`config.mk`:
```
export PLATFORM = sky130hd
export DESIGN_NAME = load_align
export DESIGN_NICKNAME = d
export VERILOG_FILES = /design/src/source/lsu_pkg.sv /design/src/source/load_align.sv
export SDC_FILE = /design/constraint.sdc
export NUM_CORES = 1
export LEC_CHECK = 0
export BUFFER_PORTS_ARGS = -buffer_cell sky130_fd_sc_hd__buf_2
export CORE_MARGIN = 2
export CORE_UTILIZATION = 41
export CTS_CLUSTER_DIAMETER = 150
export DETAILED_ROUTE_END_ITERATION = 7
export GPL_ROUTABILITY_DRIVEN = 0
export PLACE_DENSITY_LB_ADDON = 0.05
export SYNTH_ARGS = -nofsm -noshare
export SYNTH_HDL_FRONTEND = slang
export SYNTH_SLANG_ARGS = --single-unit
```
`constraint.sdc`:
```
create_clock -name clk -period 2.41 [get_ports clk]
set_clock_uncertainty 0.2 [all_clocks]
set_input_delay 0.1205 -clock clk [delete_from_list [all_inputs] [get_ports clk]]
set_output_delay 0.1205 -clock clk [all_outputs]
set_load 0.05 [all_outputs]
```
`src/source/lsu_pkg.sv`:
```
package lsu_pkg;

	// data path and address widths of the core side and the data bus.
	localparam int WORD_W = 32;
	localparam int ADDR_W = 32;
	localparam int BE_W   = WORD_W / 8;

	// the data RAM holds 256 words, so the low 8 bits of the word address select one.
	localparam int RAM_WORDS = 256;
	localparam int RAM_AW    = 8;

	typedef logic [WORD_W-1:0] lsu_word_t;
	typedef logic [ADDR_W-1:0] lsu_addr_t;
	typedef logic [BE_W-1:0]   lsu_be_t;

	// size code of a memory operation; SIZE_NONE marks an idle cycle.
	typedef enum logic [1:0] {
		SIZE_NONE = 2'b00,
		SIZE_BYTE = 2'b01,
		SIZE_HALF = 2'b10,
		SIZE_WORD = 2'b11
	} lsu_size_e;

	// one operation as the core presents it, with a byte address and unaligned store data.
	typedef struct packed {
		lsu_size_e size;
		logic      write;
		logic      unsigned_load;
		lsu_addr_t addr;
		lsu_word_t wdata;
	} lsu_op_t;

	// data bus request; addr is a word address and wdata sits in its byte lane.
	// unsigned_load rides along for the load aligner and the RAM does not look at it.
	typedef struct packed {
		logic      req;
		logic      we;
		logic      unsigned_load;
		lsu_be_t   be;
		lsu_addr_t addr;
		lsu_word_t wdata;
	} lsu_bus_req_t;

	// data bus response with the grant pulse and the read-valid strobe.
	typedef struct packed {
		logic      gnt;
		logic      rvalid;
		lsu_word_t rdata;
	} lsu_bus_rsp_t;

endpackage
```
`src/source/load_align.sv`:
```
`timescale 1ns/1ps

module load_align (
	input  logic                  clk,
	input  logic                  rst_n,
	input  lsu_pkg::lsu_bus_req_t bus_req_i,
	input  lsu_pkg::lsu_bus_rsp_t bus_rsp_i,
	output lsu_pkg::lsu_word_t    load_data_o,
	output logic                  load_valid_o
);

	import lsu_pkg::*;

	logic      read_grant;
	logic      uns_q;
	logic      valid_q;
	lsu_be_t   be_q;
	lsu_word_t aligned;
	lsu_word_t data_q;

	// extends one byte to a word, with zeros or with copies of its top bit.
	function automatic lsu_word_t ext_byte(input logic [7:0] b, input logic uns);
		ext_byte = {{24{b[7] & ~uns}}, b};
	endfunction

	// extends one halfword to a word in the same way.
	function automatic lsu_word_t ext_half(input logic [15:0] h, input logic uns);
		ext_half = {{16{h[15] & ~uns}}, h};
	endfunction

	// the request fields are still stable in the grant cycle, so the lane is taken there.
	assign read_grant = bus_req_i.req && !bus_req_i.we && bus_rsp_i.gnt;

	always_ff @(posedge clk or negedge rst_n)
	begin
		if (!rst_n)
		begin
			be_q    <= '0;
			uns_q   <= 1'b0;
			valid_q <= 1'b0;
		end
		else
		begin
			if (read_grant)
			begin
				be_q  <= bus_req_i.be;
				uns_q <= bus_req_i.unsigned_load;
			end
			valid_q <= bus_rsp_i.rvalid;
		end
	end

	// the latched enables say which lane holds the load; a full word passes as it is.
	always_comb
	begin
		case (be_q)
			4'b0001: aligned = ext_byte(bus_rsp_i.rdata[7:0], uns_q);
			4'b0010: aligned = ext_byte(bus_rsp_i.rdata[15:8], uns_q);
			4'b0100: aligned = ext_byte(bus_rsp_i.rdata[23:16], uns_q);
			4'b1000: aligned = ext_byte(bus_rsp_i.rdata[31:24], uns_q);
			4'b0011: aligned = ext_half(bus_rsp_i.rdata[15:0], uns_q);
			4'b1100: aligned = ext_half(bus_rsp_i.rdata[31:16], uns_q);
			default: aligned = bus_rsp_i.rdata;
		endcase
	end

	// the result is held until the next read completes.
	always_ff @(posedge clk)
	begin
		if (bus_rsp_i.rvalid)
		begin
			data_q <= aligned;
		end
	end

	assign load_data_o  = data_q;
	assign load_valid_o = valid_q;

endmodule

```
==> flow_metrics.env <==
export IMPL_die_area_mm2=0.00545
export IMPL_crit_path_top_delay_cell="dfrtp_1"
export IMPL_synth_nets=271
export IMPL_drtAntennaViolNets=0
export IMPL_hold_ws_ns=0.00837
export IMPL_leakage_nw=1.13
export IMPL_path_max_fanout=14
export IMPL_path_cells="nor3b_4, o21ai_2, a221o_1"
export IMPL_period_needed_ns=2.15
export IMPL_clockBufferDepth=2
export IMPL_yosysMostFrequentCell="edfxtp_1"
export IMPL_cap_violations=0
export IMPL_asyncSetResetFlopFracSynth_pct=15.8
export IMPL_ys_ff_latch=38
export IMPL_synth_flop_cell="edfxtp_1"
export IMPL_post_cts_buffers=0
export IMPL_cp_data_required_time_ns=2.24
export IMPL_die_x_um=73.8
export IMPL_synth_top_cells_by_area="edfxtp_1 48%, dfrtp_1 7.5%, o21ai_0 5.8%"
export IMPL_post_dp_cell_area_mm2=0.00239
export IMPL_fillers=405
export IMPL_grt_pass1_vias=1677
export IMPL_synthesis_area_mm2=0.00200
export IMPL_rsz0062_at_grt="false"
export IMPL_routedWlPerCell_um=16.2
export IMPL_cts_clk_slew_worst_paths_ns=0.07
export IMPL_antenna_found_initial=0
export IMPL_clock_root_buffer="clkbuf_8"
export IMPL_crit_family="flip-flops"
export IMPL_yosys_warnings=0
export IMPL_synth_edff_count=32
export IMPL_regArea_mm2=0.00111
export IMPL_power_density_mw_per_mm2=841
export IMPL_final_period_utilization_pct=89.4
export IMPL_synth_top_area_share_pct=48.1
export IMPL_vias=1722
export IMPL_multi_input_comb_area_um2=810
export IMPL_synth_seq_area_share_pct=55.6
export IMPL_tns_ns=0
export IMPL_area_delta_synth_final_pct=33.5
export IMPL_slowest_delay_ns=0.62
export IMPL_via_per_inst=5.36
export IMPL_cts_tree="done"
export IMPL_die_y_um=73.8
export IMPL_hold_viol_final=0
export IMPL_start_util_pct=42.3
export IMPL_critPathKind="flop to flop"
export IMPL_dp_hpwl_um=3680
export IMPL_slew_headroom_pct=51.0
export IMPL_avgSynthCellArea_um2=12.2
export IMPL_first_iter_violations=122
export IMPL_critPathLaunchType="flop"
export IMPL_grt_max_degree=34
export IMPL_io_pins=140
export IMPL_port_buffers=75
export IMPL_grt_ovfl_total=0
export IMPL_hold_start="bus_rsp_i[7]"
export IMPL_drc_errors=0
export IMPL_fin_nets=360
export IMPL_coreArea_mm2=0.00472
export IMPL_final_layout_size_suffix_gt1_share_pct=37.4
export IMPL_h_tree_depth=2
export IMPL_path_buf_inv=0
export IMPL_r2r_start="be_q[1]$_DFFE_PN0P_"
export IMPL_slew_viol_final=0
export IMPL_hold_class="primary input to flop"
export IMPL_setup_viol=0
export IMPL_wl_um=5200
export IMPL_grt_usage_pct=20.5
export IMPL_cts_sinks=38
export IMPL_critPathLaunch="be_q[1]$_DFFE_PN0P_"
export IMPL_cp_arrival_ns=1.98
export IMPL_yosysUniqueCellTypes=36
export IMPL_syn_inst=164
export IMPL_grt_pass1_wl_um=8360
export IMPL_diodes=0
export IMPL_design_area_mm2=0.00267
export IMPL_tightest_slew_ns=0.735
export IMPL_row_count=25
export IMPL_status="finished, final reports clean"
export IMPL_drtPass1Iterations=4
export IMPL_vdd_drop_max_v=0.000420
export IMPL_clkLatencyLatePin_ns=0.28
export IMPL_utilization_pct=56.5
export IMPL_synthTopCellsByCount="32 x edfxtp_1, 23 x o21ai_0, 16 x nand3_1"
export IMPL_cp_end_kind="flop"
export IMPL_numCtsBuffers=5
export IMPL_max_freq_ghz=0.464
export IMPL_synth_largest_area_cell="edfxtp_1"
## final cells by class
cell class / instances / share of cell area [%]
flip-flops and latches: 38 / 41.6
clock buffers: 6 / 2.72
repair buffers: 96 / 21.7
well taps: 67 / 3.14
multi-input cells: 111 / 30.3
clock inverters: 2 / 0.328
inverters: 1 / 0.141
## per-stage QoR
step,power (mW),instances,setup WS [ns]
finish,2.24,321,0.256
global route,2.37,321,0.157
CTS,2.26,321,0.123
detailed placement,1.82,294,0.139
global placement,1.81,294,0.253
floorplan,1.64,164,0.647
## cell usage in the layout (no fill, tap or decap), types with 2 or more instances in the layout
cell type and instances:
a2111o_1 2, a221o_1 8, a22o_1 7, a22oi_1 8, and2_1 9, and3b_1 3
buf_2 75, buf_4 2, clkbuf_8 5, clkinv_1 2, dfrtp_1 6, dlygate4sd3_1 19
edfxtp_1 32, mux2_2 5, nand2_1 2, nand3_1 16, nand3b_1 4, o2111ai_1 8
o21ai_0 23, o21ai_2 2
## metal layers
layer / wire length (um) / GRT usage [%] / vias to the layer above
li1: - / - / 842
met1: 2440 / 28.3 / 797
met2: 2330 / 30.4 / 76
met3: 349 / 5.35 / 7
met4: 78 / 8.48 / 0
met5: 0 / 0 / -
## kinds of logic after synthesis
| kind of cell | after synthesis | synth area share (%) |
|---|---|---|
| AND/OR/NAND/NOR | 43 | 14.1 |
| flip-flops | 38 | 55.6 |
| multiplexers | 5 | 2.82 |
| AO/OA/AOI/OAI | 63 | 23.2 |
| buffers and inverters | 15 | 4.38 |
## final timing paths
path / to / slack (ns) / cells past startpoint
setup / recovery: load_data_o[6]$_DFFE_PP_ / 0.26 / 3
hold / removal: load_data_o[7]$_DFFE_PP_ / 0.008 / 2
setup reg to reg: load_data_o[6]$_DFFE_PP_ / 0.26 / 3
hold reg to reg: uns_q$_DFFE_PN0P_ / 0.39 / 1
max in group asynchronous: load_valid_o$_DFF_PN0_ / 1.22 / 3
min in group asynchronous: be_q[2]$_DFFE_PN0P_ / 0.57 / 3
## sequential cells by signal, summed over array words and instances, names as in the netlist
signal	count
load_data_o	32
uns_q	1
be_q	4
load_valid_o	1
## report_power, final
part / switching (mW) / internal [mW]
clock: 0.211 / 0.199
sequential: 0.0763 / 0.868
combinational: 0.605 / 0.285
## repair_timing
item / in CTS / in global routing
gates resized for setup: 0 / 1
endpoints found under the setup margin: 0 / 10
hold buffers: 19 / 0
hold endpoints to repair: 23 / 0
(Power assumes the default switching activity.)
