<file path="src/source/lsu_pkg.sv">
package lsu_pkg;

	// data path and address widths of the core side and the data bus.
	localparam int WORD_W = 32;
	localparam int ADDR_W = 32;
	localparam int BE_W   = WORD_W / 8;

	// the data RAM holds 256 words, so the low 8 bits of the word address select one.
	localparam int RAM_WORDS = 256;
	localparam int RAM_AW    = 8;

	typedef logic [WORD_W-1:0] lsu_word_t;
	typedef logic [ADDR_W-1:0] lsu_addr_t;
	typedef logic [BE_W-1:0]   lsu_be_t;

	// size code of a memory operation; SIZE_NONE marks an idle cycle.
	typedef enum logic [1:0] {
		SIZE_NONE = 2'b00,
		SIZE_BYTE = 2'b01,
		SIZE_HALF = 2'b10,
		SIZE_WORD = 2'b11
	} lsu_size_e;

	// one operation as the core presents it, with a byte address and unaligned store data.
	typedef struct packed {
		lsu_size_e size;
		logic      write;
		logic      unsigned_load;
		lsu_addr_t addr;
		lsu_word_t wdata;
	} lsu_op_t;

	// data bus request; addr is a word address and wdata sits in its byte lane.
	// unsigned_load rides along for the load aligner and the RAM does not look at it.
	typedef struct packed {
		logic      req;
		logic      we;
		logic      unsigned_load;
		lsu_be_t   be;
		lsu_addr_t addr;
		lsu_word_t wdata;
	} lsu_bus_req_t;

	// data bus response with the grant pulse and the read-valid strobe.
	typedef struct packed {
		logic      gnt;
		logic      rvalid;
		lsu_word_t rdata;
	} lsu_bus_rsp_t;

endpackage
</file>
<file path="src/source/lsu_request.sv">
`timescale 1ns/1ps

module lsu_request (
	input  logic                 clk,
	input  logic                 rst_n,
	input  lsu_pkg::lsu_op_t     op_i,
	input  lsu_pkg::lsu_bus_rsp_t bus_rsp_i,
	output lsu_pkg::lsu_bus_req_t bus_req_o,
	output logic                 store_done_o
);

	import lsu_pkg::*;

	// the unit is either free to take an operation or waiting for the grant.
	typedef enum logic {
		REQ_IDLE,
		REQ_WAIT
	} req_state_e;

	req_state_e state_q;
	logic       issue;
	logic       we_q;
	logic       uns_q;
	logic       store_done_q;
	lsu_be_t    be_q;
	lsu_be_t    lane_be;
	lsu_addr_t  addr_q;
	lsu_word_t  wdata_q;
	lsu_word_t  lane_wdata;

	// a new operation is only taken while no request is outstanding.
	assign issue = (state_q == REQ_IDLE) && (op_i.size != SIZE_NONE);

	// byte enables and lane placement of the store data, taken from the size code.
	// bytes use addr[1:0], halfwords use addr[1] only, and bit 0 is ignored for them.
	always_comb
	begin
		lane_be    = '0;
		lane_wdata = '0;
		case (op_i.size)
			SIZE_BYTE:
			begin
				case (op_i.addr[1:0])
					2'b00:
					begin
						lane_be          = 4'b0001;
						lane_wdata[7:0]  = op_i.wdata[7:0];
					end
					2'b01:
					begin
						lane_be          = 4'b0010;
						lane_wdata[15:8] = op_i.wdata[7:0];
					end
					2'b10:
					begin
						lane_be           = 4'b0100;
						lane_wdata[23:16] = op_i.wdata[7:0];
					end
					default:
					begin
						lane_be           = 4'b1000;
						lane_wdata[31:24] = op_i.wdata[7:0];
					end
				endcase
			end
			SIZE_HALF:
			begin
				if (op_i.addr[1])
				begin
					lane_be           = 4'b1100;
					lane_wdata[31:16] = op_i.wdata[15:0];
				end
				else
				begin
					lane_be          = 4'b0011;
					lane_wdata[15:0] = op_i.wdata[15:0];
				end
			end
			SIZE_WORD:
			begin
				lane_be    = '1;
				lane_wdata = op_i.wdata;
			end
			default:
			begin
				lane_be    = '0;
				lane_wdata = '0;
			end
		endcase
	end

	// control state of the request.
	// we and be are cleared at the grant so the bus is quiet between operations.
	always_ff @(posedge clk or negedge rst_n)
	begin
		if (!rst_n)
		begin
			state_q      <= REQ_IDLE;
			we_q         <= 1'b0;
			be_q         <= '0;
			store_done_q <= 1'b0;
		end
		else
		begin
			// a write is done on the edge that sees its grant.
			store_done_q <= (state_q == REQ_WAIT) && bus_rsp_i.gnt && we_q;
			case (state_q)
				REQ_IDLE:
				begin
					if (issue)
					begin
						state_q <= REQ_WAIT;
						we_q    <= op_i.write;
						be_q    <= lane_be;
					end
				end
				default:
				begin
					if (bus_rsp_i.gnt)
					begin
						state_q <= REQ_IDLE;
						we_q    <= 1'b0;
						be_q    <= '0;
					end
				end
			endcase
		end
	end

	// payload of the request, loaded once per operation and held until the grant.
	always_ff @(posedge clk)
	begin
		if (issue)
		begin
			addr_q  <= {2'b00, op_i.addr[31:2]};
			wdata_q <= lane_wdata;
			uns_q   <= op_i.unsigned_load;
		end
	end

	assign bus_req_o.req           = (state_q == REQ_WAIT);
	assign bus_req_o.we            = we_q;
	assign bus_req_o.unsigned_load = uns_q;
	assign bus_req_o.be            = be_q;
	assign bus_req_o.addr          = addr_q;
	assign bus_req_o.wdata         = wdata_q;
	assign store_done_o            = store_done_q;

endmodule

</file>
<file path="config.mk">
export PLATFORM = sky130hd
export DESIGN_NAME = lsu_request
export DESIGN_NICKNAME = d
export VERILOG_FILES = /design/src/source/lsu_pkg.sv /design/src/source/lsu_request.sv
export SDC_FILE = /design/constraint.sdc
export NUM_CORES = 1
export LEC_CHECK = 0
export BUFFER_PORTS_ARGS = -buffer_cell sky130_fd_sc_hd__buf_2
export CORE_AREA = 2 2 77 93
export DETAILED_ROUTE_END_ITERATION = 8
export DIE_AREA = 0 0 79 95
export GPL_TIMING_DRIVEN = 0
export PLACE_DENSITY = 0.78
export SYNTH_ARGS = -nofsm -noshare
export SYNTH_HDL_FRONTEND = slang
export SYNTH_SLANG_ARGS = --single-unit
</file>
<file path="constraint.sdc">
create_clock -name clk -period 3.1 [get_ports clk]
set_input_delay 0.155 -clock clk [delete_from_list [all_inputs] [get_ports clk]]
set_output_delay 0.155 -clock clk [all_outputs]
set_load 0.1 [all_outputs]
</file>
==> results.txt <==
Adder-Cell Fraction of Synth Area: 0
Skew-Pair Late Insertion Delay: 330 ps
Worst Skew: 7.65 ps
Ant diodes: 0
Final instance area: 4030 sq um
Post-cts resize count: 0
Sequential area share after synthesis: 0.766
Crit Path Class: flip-flop to flip-flop
Nets: 444
Synthesized flop and latch total: 70
Initial antenna violation count: 0
Hold slack: 13.3 ps
Total Routing Usage GR: 0.197
Ports: 176
Width of the die: 79 microns
Clock Tree Root: clkbuf_8
Vias in the first global route: 2028
Reg2reg end: wdata_q[5]
Largest net degree at the start of global routing: 40
Die H: 95 microns
First-pass GRT wire length: 10.7 mm
Layout fillers: 522
Setup violators final: 0
Post-Synthesis Cells: 157
GP Congestion: 0.695
Critical path launch point type: flip-flop
Clock tree sinks: 70
Die area: 7510 sq um
Synthesized area: 2700 sq um
Hold depth: 1
Synth cell types: 32
Critical Path AT: 1890 ps
DRC: 0
Clock slew at reported path FFs: 70 ps
Min-delay worst type: input pin to flip-flop
R2R cell count: 3
RSZ-0062 raised after global routing: false
Largest family of logic cells by synthesized area: compound AO/OA/AOI/OAI gates
WL final: 7.63 mm
Hold Crit Start: op_i[56]
Initial drt markers: 193
Max_cap viols: 0
XOR/XNOR Fraction of Synth Area: 0
FP Rows: 33
Gr ovfl total: 0
Vias per cell: 4.97
Pleak: 1.81 nW
Initial DRT Pass Iterations: 5
Area grow syn2layout: 49.2%
Antenna Nets Post-Route: 0
Initial core utilization: 0.403
Sum Neg Setup Slack: 0 ps
Avg Cell Area, Syn: 17.2 sq um
CTS tree: done
Max-slew headroom: 0.586
PortBufs: 139
CTS Buf Count: 9
Crit. End Element: flip-flop
Setup WS post-layout: 1230 ps
Min Tclk post-route: 1870 ps
DR WL met3: 752 microns
Req. time, crit path: 3120 ps
Compound-gate portion of the synthesized area: 0.118
Uppermost layer routed: met4
R2R Setup Slk: 1230 ps
Met1 wire length: 2.75 mm
Worst-Margin Slew: 620 ps
Worst r2r src: state_q
Clock buffer depth: 2
Critical path fanouts, max: 39
Mux cell area share after synthesis: 0.00417
Hold Fails Final Rpt: 0
Hpwl dp: 5.12 mm
Synthesis Warnings: 0
CTS HTree Levels: 3
Layout cell share with drive strength beyond 1: 0.493
Outcome: complete, no violations
Post-detailed-route wirelength per cell: 17.7 microns
Core area: 6690 sq um
Fin. max-slew vios: 0
Postcts setup bufs: 0
DP Worst Slack: 1230 ps
Vias post-DR: 2149
Metal2 WL: 4.09 mm
Simple-gate share of the synthesized area: 0.0570
F_max: 0.534 GHz
Hold_buf cts: 30
Hold Crit Endpoint: addr_q[22]
Final Cycle Share: 0.604
Peak supply drop: 0.000337 V
Placed inst area: 3530 sq um
PwrDens: 667 nW/um^2
-- metal layers --
metal | GRT usage | vias to the layer above
li1 | - | 979
met1 | 0.214 | 1035
met2 | 0.352 | 131
met3 | 0.0679 | 4
met4 | 0.0790 | 0
met5 | 0 | -
-- layout make-up --
type | instances | area [sq um] | area share
Timing Repair Buffer | 171 | 1030 | 0.255
Sequential cell | 70 | 2070 | 0.513
Buffer | 14 | 104 | 0.0258
Clock inverter | 7 | 65.1 | 0.0162
Tap cell | 87 | 109 | 0.0270
Clock buffer | 9 | 124 | 0.0308
Multi-Input combinational cell | 63 | 490 | 0.122
Inverter | 11 | 41.3 | 0.0103
-- where the power goes --
part | total [mW] | internal [mW] | switching (mW)
logic | 0.837 | 0.155 | 0.681
clock network | 0.700 | 0.366 | 0.334
registers | 1.15 | 1.12 | 0.0250
-- cells in the mapped netlist --
cell type / n / area (sq um)
a21o_1: 1 / 7.51
a21oi_1: 5 / 25.0
a221oi_1: 1 / 8.76
a222oi_1: 8 / 80.1
a22o_1: 8 / 70.1
a22oi_1: 1 / 7.51
a22oi_2: 1 / 12.5
a32o_1: 8 / 80.1
and2_1: 1 / 6.26
and2_4: 1 / 8.76
and3_1: 1 / 6.26
and3b_1: 1 / 8.76
and4b_1: 1 / 10.0
buf_2: 1 / 5.00
buf_4: 5 / 37.5
buf_6: 4 / 45.0
clkbuf_1: 3 / 11.3
clkbuf_2: 1 / 5.00
conb_1: 1 / 3.75
dfrtp_1: 7 / 175
edfxtp_1: 63 / 1890
inv_1: 11 / 41.3
mux2_2: 1 / 11.3
nand2_1: 3 / 11.3
nand2b_1: 3 / 18.8
nand3_1: 2 / 10.0
nor2b_1: 8 / 50.1
nor2b_4: 1 / 13.8
nor4bb_1: 1 / 10.0
o21ai_0: 2 / 10.0
o21bai_1: 1 / 7.51
o31a_1: 1 / 8.76
-- registers in the layout, indices dropped and copies added, names as in the netlist --
signal        flops
store_done_o      1
wdata_q          32
state_q           1
we_q              1
addr_q           30
uns_q             1
be_q              4
-- through the flow --
step / total power, mW / instances / util
final: 2.68 / 432 / 0.602
after global routing: 2.77 / 432 / 0.602
after CTS: 2.69 / 431 / 0.600
after detailed placement: 1.97 / 385 / 0.527
after global placement: 1.96 / 384 / 0.524
after floorplan: 1.82 / 158 / -
-- critical path, stage by stage (launching register included) --
cell and delay (ps):
dfrtp_1 440, o21bai_1 280, inv_2 510, buf_12 310
-- how the worst max path moves through the flow --
stage               startpoint  slack (ps)    endpoint
finish                 state_q        1230  wdata_q[5]
global placement       state_q         200   addr_q[7]
global route           state_q        1140  wdata_q[5]
floorplan              state_q         750   addr_q[0]
CTS                    state_q        1220  addr_q[19]
detailed placement     state_q        1230   addr_q[7]
-- cell usage in the layout (no fill, tap or decap), types with 3 or more instances in the layout --
cell type and n:
a21oi_1 5, a222oi_1 8, a22o_1 8, a32o_1 8, buf_2 140, buf_4 5
buf_6 4, clkbuf_1 3, clkbuf_8 9, dfrtp_1 7, dlygate4sd3_1 31, edfxtp_1 63
inv_1 10, nand2_1 3, nand2b_1 3, nor2b_1 8
-- logic make-up (layout without fill, tap and decap cells) --
| group | count (synthesis) | in the layout |
|---|---|---|
| buf+inv | 25 | 212 |
| simple gates | 23 | 23 |
| other cells | 1 | 2 |
| flops | 70 | 70 |
| compound gates | 37 | 37 |
| mux | 1 | 1 |
No activity file was read; power rests on OpenSTA's default activity.
